$ cat src/verilog/scope_pkg.sv
// scope_pkg
// shared constants, opcodes and bundles for the acquisition core
`default_nettype none

package scope_pkg;

	localparam int          SAMPLE_W   = 12;     // adc sample width
	localparam logic [31:0] FW_VERSION = 32'd17; // answer to CMD_INFO

	// ----------------------------------------
	// opcodes and modes
	// ----------------------------------------
	typedef enum logic [7:0] {
		CMD_READ     = 8'd0,  // stream the buffer out
		CMD_ARM      = 8'd1,  // arm, report event status
		CMD_INFO     = 8'd2,  // firmware version
		CMD_TRIG_SET = 8'd8   // thresholds, preoffset, tot
	} cmd_op_e;

	typedef enum logic [7:0] {
		TRIG_NONE = 8'd0, // take data right away
		TRIG_FALL = 8'd1,
		TRIG_RISE = 8'd2
	} trig_type_e;

	typedef enum logic [2:0] {
		ACQ_IDLE,
		ACQ_FALL_ARM,  // waiting for a sample under lower
		ACQ_FALL_WAIT, // counting samples over upper
		ACQ_RISE_ARM,  // waiting for a sample over upper
		ACQ_RISE_WAIT, // counting samples under lower
		ACQ_POST,      // post-trigger capture
		ACQ_DONE       // event held for readout
	} acq_state_e;

	// ----------------------------------------
	// bundles
	// ----------------------------------------
	// byte 0 sits in the low bits, so byte k is bits [8k +: 8]
	typedef struct packed {
		logic [7:0] b7;
		logic [7:0] b6;
		logic [7:0] b5;
		logic [7:0] b4;
		logic [7:0] b3;
		logic [7:0] b2;
		logic [7:0] b1;
		cmd_op_e    op;
	} cmd_t;

	typedef struct packed {
		trig_type_e                 trig_type;
		logic signed [SAMPLE_W-1:0] lower;          // hysteresis low side
		logic signed [SAMPLE_W-1:0] upper;          // hysteresis high side
		logic [7:0]                 tot;            // time over threshold
		logic [15:0]                length_to_take; // post-trigger samples
	} trig_cfg_t;

	typedef struct packed {
		logic [31:0] data;
		logic [3:0]  keep;
		logic        last;
	} resp_beat_t;

endpackage

`default_nettype wire

$ cat src/verilog/acq_trigger.sv
// acq_trigger
// writes every valid sample into the ring buffer, runs the threshold trigger
// and keeps the event until it has been read out
`timescale 1ns/1ps
`default_nettype none

module acq_trigger import scope_pkg::*; #(
	parameter int ADDR_W = 8
) (
	input  wire                        clk,
	input  wire                        rstn,
	input  wire signed [SAMPLE_W-1:0]  i_sample,
	input  wire                        i_sample_valid,
	input  wire trig_cfg_t             i_cfg,
	input  wire                        i_arm,
	input  wire                        i_readout_done,
	output logic                       o_wr_en,
	output logic [ADDR_W-1:0]          o_wr_addr,
	output logic [SAMPLE_W-1:0]        o_wr_data,
	output logic [ADDR_W-1:0]          o_trig_addr,
	output logic [15:0]                o_event_count,
	output logic [15:0]                o_post_count
);

	acq_state_e        state_q;
	logic [ADDR_W-1:0] wr_addr_q;
	logic [7:0]        tot_cnt_q; // qualifying samples seen so far
	logic              below;     // valid sample under lower
	logic              above;     // valid sample over upper

	assign below = i_sample_valid && (i_sample < $signed(i_cfg.lower));
	assign above = i_sample_valid && (i_sample > $signed(i_cfg.upper));

	// ----------------------------------------
	// ring buffer write side
	// ----------------------------------------
	assign o_wr_en   = i_sample_valid && (state_q != ACQ_DONE); // frozen while held
	assign o_wr_addr = wr_addr_q;
	assign o_wr_data = i_sample;

	always_ff @(posedge clk or negedge rstn) begin
		if (!rstn) wr_addr_q <= '0;
		else if (o_wr_en) wr_addr_q <= wr_addr_q + ADDR_W'(1);
	end

	// ----------------------------------------
	// trigger FSM
	// ----------------------------------------
	always_ff @(posedge clk or negedge rstn) begin
		if (!rstn) begin
			state_q       <= ACQ_IDLE;
			tot_cnt_q     <= 8'd0;
			o_post_count  <= 16'd0;
			o_event_count <= 16'd0;
			o_trig_addr   <= '0;
		end else begin
			case (state_q)
			ACQ_IDLE: begin
				tot_cnt_q    <= 8'd0;
				o_post_count <= 16'd0;
				if (i_arm) begin
					case (i_cfg.trig_type)
					TRIG_FALL: state_q <= ACQ_FALL_ARM;
					TRIG_RISE: state_q <= ACQ_RISE_ARM;
					default: begin
						o_trig_addr <= wr_addr_q; // trigger right here
						state_q     <= ACQ_POST;
					end
					endcase
				end
			end
			ACQ_FALL_ARM: begin
				if (below) state_q <= ACQ_FALL_WAIT;
			end
			ACQ_FALL_WAIT: begin
				if (above) begin
					tot_cnt_q <= tot_cnt_q + 8'd1;
					if (tot_cnt_q >= i_cfg.tot) begin // count reaches tot + 1
						o_trig_addr <= wr_addr_q;
						state_q     <= ACQ_POST;
					end
				end
			end
			ACQ_RISE_ARM: begin
				if (above) state_q <= ACQ_RISE_WAIT;
			end
			ACQ_RISE_WAIT: begin
				if (below) begin
					tot_cnt_q <= tot_cnt_q + 8'd1;
					if (tot_cnt_q >= i_cfg.tot) begin
						o_trig_addr <= wr_addr_q;
						state_q     <= ACQ_POST;
					end
				end
			end
			ACQ_POST: begin
				if (o_post_count < i_cfg.length_to_take) begin
					if (i_sample_valid) o_post_count <= o_post_count + 16'd1;
				end else begin
					o_event_count <= o_event_count + 16'd1;
					o_post_count  <= '1; // host sees event ready
					state_q       <= ACQ_DONE;
				end
			end
			ACQ_DONE: begin
				if (i_readout_done) state_q <= ACQ_IDLE;
			end
			default: state_q <= ACQ_IDLE;
			endcase
		end
	end

	// a held event is never overwritten, the write pointer stays put
	assert property (@(posedge clk) disable iff (!rstn)
		(state_q == ACQ_DONE) |=> $stable(wr_addr_q));

endmodule

`default_nettype wire

$ cat src/verilog/cmd_processor.sv
// cmd_processor
// decodes commands, keeps trigger settings, and turns replies and buffer
// readout into response beats
`timescale 1ns/1ps
`default_nettype none

module cmd_processor import scope_pkg::*; #(
	parameter int ADDR_W = 8
) (
	input  wire                 clk,
	input  wire                 rstn,
	input  wire cmd_t           i_cmd,
	input  wire                 i_cmd_valid,
	output logic                o_cmd_done,
	output trig_cfg_t           o_cfg,
	output logic                o_arm,
	output logic                o_readout_done,
	input  wire  [ADDR_W-1:0]   i_trig_addr,
	input  wire  [15:0]         i_event_count,
	input  wire  [15:0]         i_post_count,
	output logic [ADDR_W-1:0]   o_rd_addr,
	input  wire  [SAMPLE_W-1:0] i_rd_data,
	output resp_beat_t          o_beat,
	output logic                o_beat_valid,
	input  wire                 i_beat_ready
);

	typedef enum logic [2:0] {
		PR_IDLE,     // waiting for a command
		PR_REPLY,    // one word answer
		PR_FETCH_LO, // earlier sample address out
		PR_FETCH_HI, // later sample address out, earlier one back
		PR_SEND      // pair on offer
	} pr_state_e;

	pr_state_e           state_q;
	logic [ADDR_W-1:0]   preoffset_q;  // samples shown before the trigger
	logic [31:0]         remain_q;     // bytes left, 4 for single words
	logic [31:0]         reply_q;
	logic [SAMPLE_W-1:0] lo_q;         // earlier sample of the pair
	logic [SAMPLE_W-1:0] thr_lo;
	logic [SAMPLE_W-1:0] thr_hi;

	function automatic logic [3:0] keep_for(input logic [31:0] r);
		logic [3:0] k;
		case (r)
			32'd0:   k = 4'b0000;
			32'd1:   k = 4'b0001;
			32'd2:   k = 4'b0011;
			32'd3:   k = 4'b0111;
			default: k = 4'b1111;
		endcase
		return k;
	endfunction

	// center b1, hysteresis b2, scaled to adc counts
	assign thr_lo = ((SAMPLE_W'(i_cmd.b1) - SAMPLE_W'(i_cmd.b2) - SAMPLE_W'(128)) << 4)
		+ SAMPLE_W'(8);
	assign thr_hi = ((SAMPLE_W'(i_cmd.b1) + SAMPLE_W'(i_cmd.b2) - SAMPLE_W'(128)) << 4)
		+ SAMPLE_W'(8);

	// ----------------------------------------
	// response beat
	// ----------------------------------------
	// in PR_SEND the read address is held, so the ram keeps the later sample
	assign o_beat_valid = (state_q == PR_REPLY) || (state_q == PR_SEND);
	assign o_beat.data  = (state_q == PR_SEND) ? {4'b0, i_rd_data, 4'b0, lo_q} : reply_q;
	assign o_beat.keep  = keep_for(remain_q);
	assign o_beat.last  = (remain_q <= 32'd4);

	always_ff @(posedge clk or negedge rstn) begin
		if (!rstn) begin
			state_q        <= PR_IDLE;
			o_cfg          <= '0;
			preoffset_q    <= '0;
			remain_q       <= 32'd0;
			o_rd_addr      <= '0;
			o_arm          <= 1'b0;
			o_cmd_done     <= 1'b0;
			o_readout_done <= 1'b0;
		end else begin
			o_arm          <= 1'b0; // all three are pulses
			o_cmd_done     <= 1'b0;
			o_readout_done <= 1'b0;
			case (state_q)
			PR_IDLE: begin
				if (i_cmd_valid) begin
					remain_q <= 32'd4;
					case (i_cmd.op)
					CMD_READ: begin
						remain_q  <= {i_cmd.b7, i_cmd.b6, i_cmd.b5, i_cmd.b4};
						o_rd_addr <= i_trig_addr - preoffset_q;
						state_q   <= PR_FETCH_LO;
					end
					CMD_ARM: begin
						o_cfg.trig_type      <= trig_type_e'(i_cmd.b1);
						o_cfg.length_to_take <= {i_cmd.b5, i_cmd.b4};
						o_arm                <= (i_post_count == 16'd0); // no event pending
						state_q              <= PR_REPLY;
					end
					CMD_INFO: state_q <= PR_REPLY;
					CMD_TRIG_SET: begin
						o_cfg.lower <= thr_lo;
						o_cfg.upper <= thr_hi;
						o_cfg.tot   <= i_cmd.b5;
						preoffset_q <= ADDR_W'(i_cmd.b4);
						state_q     <= PR_REPLY;
					end
					default: o_cmd_done <= 1'b1; // unknown, dropped silently
					endcase
				end
			end
			PR_REPLY: begin
				if (i_beat_ready) begin
					o_cmd_done <= 1'b1;
					state_q    <= PR_IDLE;
				end
			end
			PR_FETCH_LO: begin
				o_rd_addr <= o_rd_addr + ADDR_W'(1);
				state_q   <= PR_FETCH_HI;
			end
			PR_FETCH_HI: state_q <= PR_SEND;
			PR_SEND: begin
				if (i_beat_ready) begin
					if (remain_q <= 32'd4) begin // that was the last word
						o_cmd_done     <= 1'b1;
						o_readout_done <= 1'b1;
						state_q        <= PR_IDLE;
					end else begin
						remain_q  <= remain_q - 32'd4;
						o_rd_addr <= o_rd_addr + ADDR_W'(1);
						state_q   <= PR_FETCH_LO;
					end
				end
			end
			default: state_q <= PR_IDLE;
			endcase
		end
	end

	always_ff @(posedge clk) begin
		if (state_q == PR_IDLE && i_cmd_valid) begin
			case (i_cmd.op)
			CMD_ARM:      reply_q <= {i_event_count, i_post_count};
			CMD_INFO:     reply_q <= FW_VERSION;
			CMD_TRIG_SET: reply_q <= 32'd8; // echo of the opcode
			default:      reply_q <= reply_q;
			endcase
		end
		if (state_q == PR_FETCH_HI) lo_q <= i_rd_data;
	end

endmodule

`default_nettype wire

$ cat src/verilog/cmd_receiver.sv
// cmd_receiver
// gathers 8 stream bytes into one command, then blocks input until it is handled
`timescale 1ns/1ps
`default_nettype none

module cmd_receiver import scope_pkg::*; (
	input  wire        clk,
	input  wire        rstn,
	input  wire        i_tvalid,
	input  wire  [7:0] i_tdata,
	output logic       o_tready,
	input  wire        i_cmd_done,
	output cmd_t       o_cmd,
	output logic       o_cmd_valid
);

	logic [7:0][7:0] bytes_q; // byte k of the command in slot k
	logic [2:0]      cnt_q;   // next slot to fill
	logic            busy_q;  // command waiting for the processor
	logic            accept;

	assign o_tready = !busy_q;
	assign accept   = i_tvalid && o_tready;
	assign o_cmd    = cmd_t'(bytes_q);

	always_ff @(posedge clk or negedge rstn) begin
		if (!rstn) begin
			cnt_q       <= 3'd0;
			busy_q      <= 1'b0;
			o_cmd_valid <= 1'b0;
		end else begin
			o_cmd_valid <= accept && (cnt_q == 3'd7); // one cycle after byte 7
			if (accept) begin
				cnt_q <= cnt_q + 3'd1; // wraps back to slot 0
				if (cnt_q == 3'd7) busy_q <= 1'b1;
			end else if (i_cmd_done) begin
				busy_q <= 1'b0; // ready again next cycle
			end
		end
	end

	always_ff @(posedge clk) begin
		if (accept) bytes_q[cnt_q] <= i_tdata;
	end

	// the processor only finishes a command that was handed to it
	assert property (@(posedge clk) disable iff (!rstn) i_cmd_done |-> busy_q);

endmodule

`default_nettype wire

$ cat src/verilog/resp_stream.sv
// resp_stream
// one-deep holding register between the processor and the output stream
`timescale 1ns/1ps
`default_nettype none

module resp_stream import scope_pkg::*; (
	input  wire              clk,
	input  wire              rstn,
	input  wire resp_beat_t  i_beat,
	input  wire              i_beat_valid,
	output logic             o_beat_ready,
	output logic             o_tvalid,
	output logic [31:0]      o_tdata,
	output logic [3:0]       o_tkeep,
	output logic             o_tlast,
	input  wire              i_tready
);

	resp_beat_t hold_q;
	logic       full_q; // hold_q carries a beat
	logic       load;

	assign o_beat_ready = !full_q || i_tready; // empty, or draining this cycle
	assign load         = i_beat_valid && o_beat_ready;

	always_ff @(posedge clk or negedge rstn) begin
		if (!rstn) full_q <= 1'b0;
		else if (load) full_q <= 1'b1;
		else if (i_tready) full_q <= 1'b0;
	end

	always_ff @(posedge clk) begin
		if (load) hold_q <= i_beat;
	end

	assign o_tvalid = full_q;
	assign o_tdata  = hold_q.data;
	assign o_tkeep  = hold_q.keep;
	assign o_tlast  = hold_q.last;

	// stalled beat keeps both its valid and its payload
	assert property (@(posedge clk) disable iff (!rstn)
		(o_tvalid && !i_tready) |=> (o_tvalid && $stable(o_tdata) && $stable(o_tkeep)
			&& $stable(o_tlast)));

endmodule

`default_nettype wire

$ cat src/verilog/sample_ram.sv
// sample_ram
// circular sample store, one write port and one registered read port
`timescale 1ns/1ps
`default_nettype none

module sample_ram import scope_pkg::*; #(
	parameter int ADDR_W = 8
) (
	input  wire                 clk,
	input  wire                 i_wr_en,
	input  wire  [ADDR_W-1:0]   i_wr_addr,
	input  wire  [SAMPLE_W-1:0] i_wr_data,
	input  wire  [ADDR_W-1:0]   i_rd_addr,
	output logic [SAMPLE_W-1:0] o_rd_data
);

	logic [SAMPLE_W-1:0] mem_q [2**ADDR_W]; // address wraps, so the buffer is a ring

	always_ff @(posedge clk) begin
		if (i_wr_en) mem_q[i_wr_addr] <= i_wr_data;
		o_rd_data <= mem_q[i_rd_addr]; // one cycle read latency
	end

endmodule

`default_nettype wire

$ cat src/verilog/scope_top.sv
// scope_top
// command-driven acquisition core, byte stream in, 32-bit reply stream out
`timescale 1ns/1ps
`default_nettype none

module scope_top import scope_pkg::*; #(
	parameter int ADDR_W = 8 // 256-sample ring
) (
	input  wire                       clk,
	input  wire                       rstn,
	input  wire                       i_tvalid,
	input  wire  [7:0]                i_tdata,
	output logic                      o_tready,
	output logic                      o_tvalid,
	output logic [31:0]               o_tdata,
	output logic [3:0]                o_tkeep,
	output logic                      o_tlast,
	input  wire                       i_tready,
	input  wire signed [SAMPLE_W-1:0] i_sample,
	input  wire                       i_sample_valid
);

	// ----------------------------------------
	// interconnect
	// ----------------------------------------
	cmd_t                cmd;
	logic                cmd_valid;
	logic                cmd_done;
	trig_cfg_t           cfg;
	logic                arm;
	logic                readout_done;
	logic                wr_en;
	logic [ADDR_W-1:0]   wr_addr;
	logic [SAMPLE_W-1:0] wr_data;
	logic [ADDR_W-1:0]   trig_addr;
	logic [15:0]         event_count;
	logic [15:0]         post_count;
	logic [ADDR_W-1:0]   rd_addr;
	logic [SAMPLE_W-1:0] rd_data;
	resp_beat_t          beat;
	logic                beat_valid;
	logic                beat_ready;

	cmd_receiver u_cmd_receiver (
		.clk         (clk),
		.rstn        (rstn),
		.i_tvalid    (i_tvalid),
		.i_tdata     (i_tdata),
		.o_tready    (o_tready),
		.i_cmd_done  (cmd_done),
		.o_cmd       (cmd),
		.o_cmd_valid (cmd_valid)
	);

	acq_trigger #(.ADDR_W(ADDR_W)) u_acq_trigger (
		.clk            (clk),
		.rstn           (rstn),
		.i_sample       (i_sample),
		.i_sample_valid (i_sample_valid),
		.i_cfg          (cfg),
		.i_arm          (arm),
		.i_readout_done (readout_done),
		.o_wr_en        (wr_en),
		.o_wr_addr      (wr_addr),
		.o_wr_data      (wr_data),
		.o_trig_addr    (trig_addr),
		.o_event_count  (event_count),
		.o_post_count   (post_count)
	);

	sample_ram #(.ADDR_W(ADDR_W)) u_sample_ram (
		.clk       (clk),
		.i_wr_en   (wr_en),
		.i_wr_addr (wr_addr),
		.i_wr_data (wr_data),
		.i_rd_addr (rd_addr),
		.o_rd_data (rd_data)
	);

	cmd_processor #(.ADDR_W(ADDR_W)) u_cmd_processor (
		.clk            (clk),
		.rstn           (rstn),
		.i_cmd          (cmd),
		.i_cmd_valid    (cmd_valid),
		.o_cmd_done     (cmd_done),
		.o_cfg          (cfg),
		.o_arm          (arm),
		.o_readout_done (readout_done),
		.i_trig_addr    (trig_addr),
		.i_event_count  (event_count),
		.i_post_count   (post_count),
		.o_rd_addr      (rd_addr),
		.i_rd_data      (rd_data),
		.o_beat         (beat),
		.o_beat_valid   (beat_valid),
		.i_beat_ready   (beat_ready)
	);

	resp_stream u_resp_stream (
		.clk          (clk),
		.rstn         (rstn),
		.i_beat       (beat),
		.i_beat_valid (beat_valid),
		.o_beat_ready (beat_ready),
		.o_tvalid     (o_tvalid),
		.o_tdata      (o_tdata),
		.o_tkeep      (o_tkeep),
		.o_tlast      (o_tlast),
		.i_tready     (i_tready)
	);

endmodule

`default_nettype wire
$ cat config.mk
export PLATFORM = sky130hd
export DESIGN_NAME = scope_top
export DESIGN_NICKNAME = d
export VERILOG_FILES = /design/src/verilog/scope_pkg.sv /design/src/verilog/acq_trigger.sv /design/src/verilog/cmd_processor.sv /design/src/verilog/cmd_receiver.sv /design/src/verilog/resp_stream.sv /design/src/verilog/sample_ram.sv /design/src/verilog/scope_top.sv
export SDC_FILE = /design/constraint.sdc
export NUM_CORES = 2
export LEC_CHECK = 0
export BUFFER_PORTS_ARGS = -buffer_cell sky130_fd_sc_hd__buf_4
export CAP_MARGIN = 15
export CORE_UTILIZATION = 55
export DETAILED_ROUTE_END_ITERATION = 10
export PLACE_DENSITY = 0.77
export SLEW_MARGIN = 20
export SYNTH_ARGS = -nofsm -noshare
export SYNTH_HDL_FRONTEND = slang
export SYNTH_SLANG_ARGS = --single-unit
export TNS_END_PERCENT = 50
$ cat constraint.sdc
create_clock -name clk -period 4.2 [get_ports clk]
set_input_delay 0.84 -clock clk [delete_from_list [all_inputs] [get_ports clk]]
set_output_delay 0.84 -clock clk [all_outputs]
set_load 0.05 [all_outputs]
==> key figures <==
Run status
  • Status: complete, but fails checks
  • Failing checks: setup timing

Timing
  • Worst slew margin: 10.3%
  • Post-route worst setup slack: -38.7 ps
  • Fin Setup TNS: -38.7 ps
  • Clock skew: 71.1 ps
  • Max Transition Viols Final: 0
  • Fin crit share: 101%
  • Final setup viols: 1
  • Final hold vios: 0
  • Unrepaired setup endpoints after global routing: no
  • Worst Max-Slew Pin Slew: 1340 ps
  • Fmax: 0.236 GHz
  • Period minus WS final: 4240 ps

Yosys
  • Syn. warnings: 0
  • Syn_area_per_cell: 20.1 um^2
  • Ys flop type: edfxtp_1
  • Synth Cell Area: 0.134 mm^2
  • Mapped Nets: 6801
  • Seq cells post-synth: 3388
  • Netlist cell types: 90
  • Post-synthesis sequential area ratio: 75.2%
  • Mapped Cells: 6686
  • FFs w/ async S/R, synth: 4.93%
  • EDFF count, synth: 3209

Floorplanning
  • I/O Pins: 64
  • Rows: 180
  • Die area: 0.246 mm^2
  • Initial Util: 55.5%
  • Core ar.: 0.241 mm^2
  • Die Ht: 496 um
  • Die Wd: 496 um

Setup path
  • R2R cell count: 9
  • Kind of critical path: reg2reg
  • Worst r2r dst: u_sample_ram.o_rd_data[5]$_DFF_P_
  • Startpoint Class: register
  • Internal reg-to-reg setup slack: -40 ps
  • Crit path max fanout: 43
  • CP arrival: 5180 ps
  • CP endpoint kind: register
  • Critical Path RT: 5140 ps
  • Reg2Reg Launch Point: u_cmd_processor.o_rd_addr[0]$_DFFE_PN0P_

Clock tree
  • Buffer depth of the longest clock path: 4
  • Total CTS buffers: 347
  • CTS clock-pin slew for the worst setup and hold paths: 70 ps
  • CTS tree: done
  • # H-tree levels: 5
  • Clk sinks: 3388
  • CTS root buf: clkbuf_16
  • Postcts setup bufs: 0
  • Worst skew pair latency: 990 ps

Drt
  • DR pass1 iterations: 8
  • Metal-1 WL: 128000 um
  • Drt wl/cell: 35.0 um
  • Drt initial violations: 11700
  • Highest routed layer: met5
  • Antenna-violating nets left: 0
  • Vias per cell: 6.87
  • DR WL met2: 173000 um
  • Routed vias: 73900
  • DRC viols: 0
  • Metal3 WL: 53200 um
  • Routed wire length: 377000 um

Finish
  • Multi-input gate area: 0.0308 mm^2
  • Share of layout cells above drive strength 1: 26.6%
  • Area Growth Syn to Fin: 13.8%
  • Register Area: 0.101 mm^2
  • Most common cell after layout, fill and taps aside: edfxtp_1
  • Nets@finish: 7405
  • # fillers: 15400
  • Final instance area: 0.153 mm^2
  • Most frequent cells in the layout: edfxtp_1, mux4_2, buf_4

Pwr
  • Worst vdd ir: 0.586 mV
  • Combinational power share: 21.7%
  • Part of the power in registers: 43.8%
  • P_leak: 0.0502 uW
  • Cell area power density: 581 mW/mm^2
  • Sw Share: 28.8%
  • Total internal power: 63100 uW
  • Psw: 25600 uW
  • Clock share of power: 34.5%

GRT
  • Global Route Usage Sum: 30.6%
  • First-pass GRT wire length: 529000 um
  • GRT overflow: 0
  • Largest net degree at the start of global routing: 184
  • Vias in the first global route: 72200
  • Initial antenna violation count: 23

Place
  • GP Congestion: 0.947
  • HPWL Detailed: 228000 um
  • Post-DP Area: 0.141 mm^2
  • IO Port Bufs: 63

Worst hold path
  • Hold EP: u_sample_ram.mem_q[48][6]$_DFFE_PP_
  • HP Class: in2reg
  • Worst hold start: i_sample[6]
  • Worst hold stages: 1

Run
  • Maxcap violations: 0
## critical path, cell delays in order (launching register included)
cell	delay, ps
dfrtp_4	840
buf_12	260
buf_12	350
mux2i_1	150
a221oi_1	390
a21oi_1	110
o21ai_0	730
o221ai_1	500
a32oi_2	630
a21o_1	190
## power groups by stage
stage	Clock [uW]	Sequential, uW	Combinational (uW)
detailed placement	0	39500	18400
global route	32000	38900	19600
floorplan	0	38800	11500
CTS	30700	38800	18700
finish	30600	38900	19200
global placement	0	39400	18100
## Yosys cell counts, drive strengths merged (87+ instances only)
cell type | count | area share, %
o21ai | 144 | 0.54
a21oi | 146 | 0.54
ha | 87 | 0.81
nand2 | 256 | 0.72
dfrtp | 167 | 3.1
edfxtp | 3209 | 72
mux4 | 762 | 13
buf | 198 | 1.2
clkbuf | 177 | 0.51
mux2i | 255 | 1.9
nor2 | 410 | 1.1
inv | 93 | 0.26
## per-layer routing
layer,track usage (%),up-vias
met2,46.3,6121
met5,1.51,-
met1,39.8,38000
met3,10.2,1165
met4,15.8,35
li1,-,28600
## metrics by stage
step | hold WS, ps | power, uW | setup WS [ps] | utilization [%] | std cells
2_1_floorplan | 395 | 50300 | 833 | - | 6686
6_report | 156 | 88700 | -38.7 | 63.2 | 10800
5_1_grt | 136 | 90500 | 22.2 | 63.2 | 10700
4_1_cts | 131 | 88200 | 96.6 | 63.2 | 10700
3_5_place_dp | 457 | 57900 | 54.6 | 58.6 | 10100
3_3_place_gp | 452 | 57500 | 98.5 | 58.5 | 10100
## repair_timing
item,4_1_cts,5_1_grt
endpoints found under the hold margin,61,0
endpoints found under the setup margin,0,1
resized for setup,0,1
hold buffers,1,0
## layout make-up
type                    count  share of cell area [%]
flip-flops and latches   3388                    66.1
multi-input cells        2829                    20.2
clock buffers             429                    6.04
repair buffers            630                    3.56
well taps                3185                    2.61
clock inverters           186                    1.25
inverters                  94                   0.239
diodes                     26                  0.0426
## logic make-up (layout without fill, tap and decap cells)
group,Yosys count,count (layout),share of synthesized area (%)
fa+ha+maj,90,90,0.857
compound gates,681,681,3.40
other cells,0,26,0
simple gates,937,937,3.11
buf+inv,469,1339,1.98
mux,1077,1077,15.2
flops,3388,3388,75.2
xor+xnor,44,44,0.287
## registers in the layout, summed over array words and instances (netlist names), 12 cells and up
| name | cells |
|---|---|
| u_acq_trigger.o_event_count | 16 |
| u_acq_trigger.o_post_count | 16 |
| u_cmd_processor.lo_q | 12 |
| u_cmd_processor.o_cfg | 48 |
| u_cmd_processor.remain_q | 32 |
| u_cmd_processor.reply_q | 32 |
| u_cmd_receiver.o_cmd | 56 |
| u_resp_stream.o_tdata | 32 |
| u_sample_ram.mem_q | 3072 |
| u_sample_ram.o_rd_data | 12 |
## how the worst max path moves through the flow
stage	slack, ps	startpoint	cells past startpoint	to
6_report	-40	u_cmd_processor.o_rd_addr[0]$_DFFE_PN0P_	9	u_sample_ram.o_rd_data[5]$_DFF_P_
5_1_grt	20	u_cmd_processor.o_rd_addr[0]$_DFFE_PN0P_	9	u_sample_ram.o_rd_data[5]$_DFF_P_
4_1_cts	100	u_cmd_processor.o_rd_addr[0]$_DFFE_PN0P_	9	u_sample_ram.o_rd_data[5]$_DFF_P_
3_5_place_dp	50	u_cmd_processor.o_rd_addr[0]$_DFFE_PN0P_	9	u_sample_ram.o_rd_data[5]$_DFF_P_
3_3_place_gp	100	u_cmd_processor.o_rd_addr[1]$_DFFE_PN0P_	9	u_sample_ram.o_rd_data[2]$_DFF_P_
2_1_floorplan	830	u_cmd_processor.state_q[1]$_DFFE_PN0P_	7	u_resp_stream.o_tdata[0]$_DFFE_PP_
Note: power is estimated with default switching activity, not from simulation.
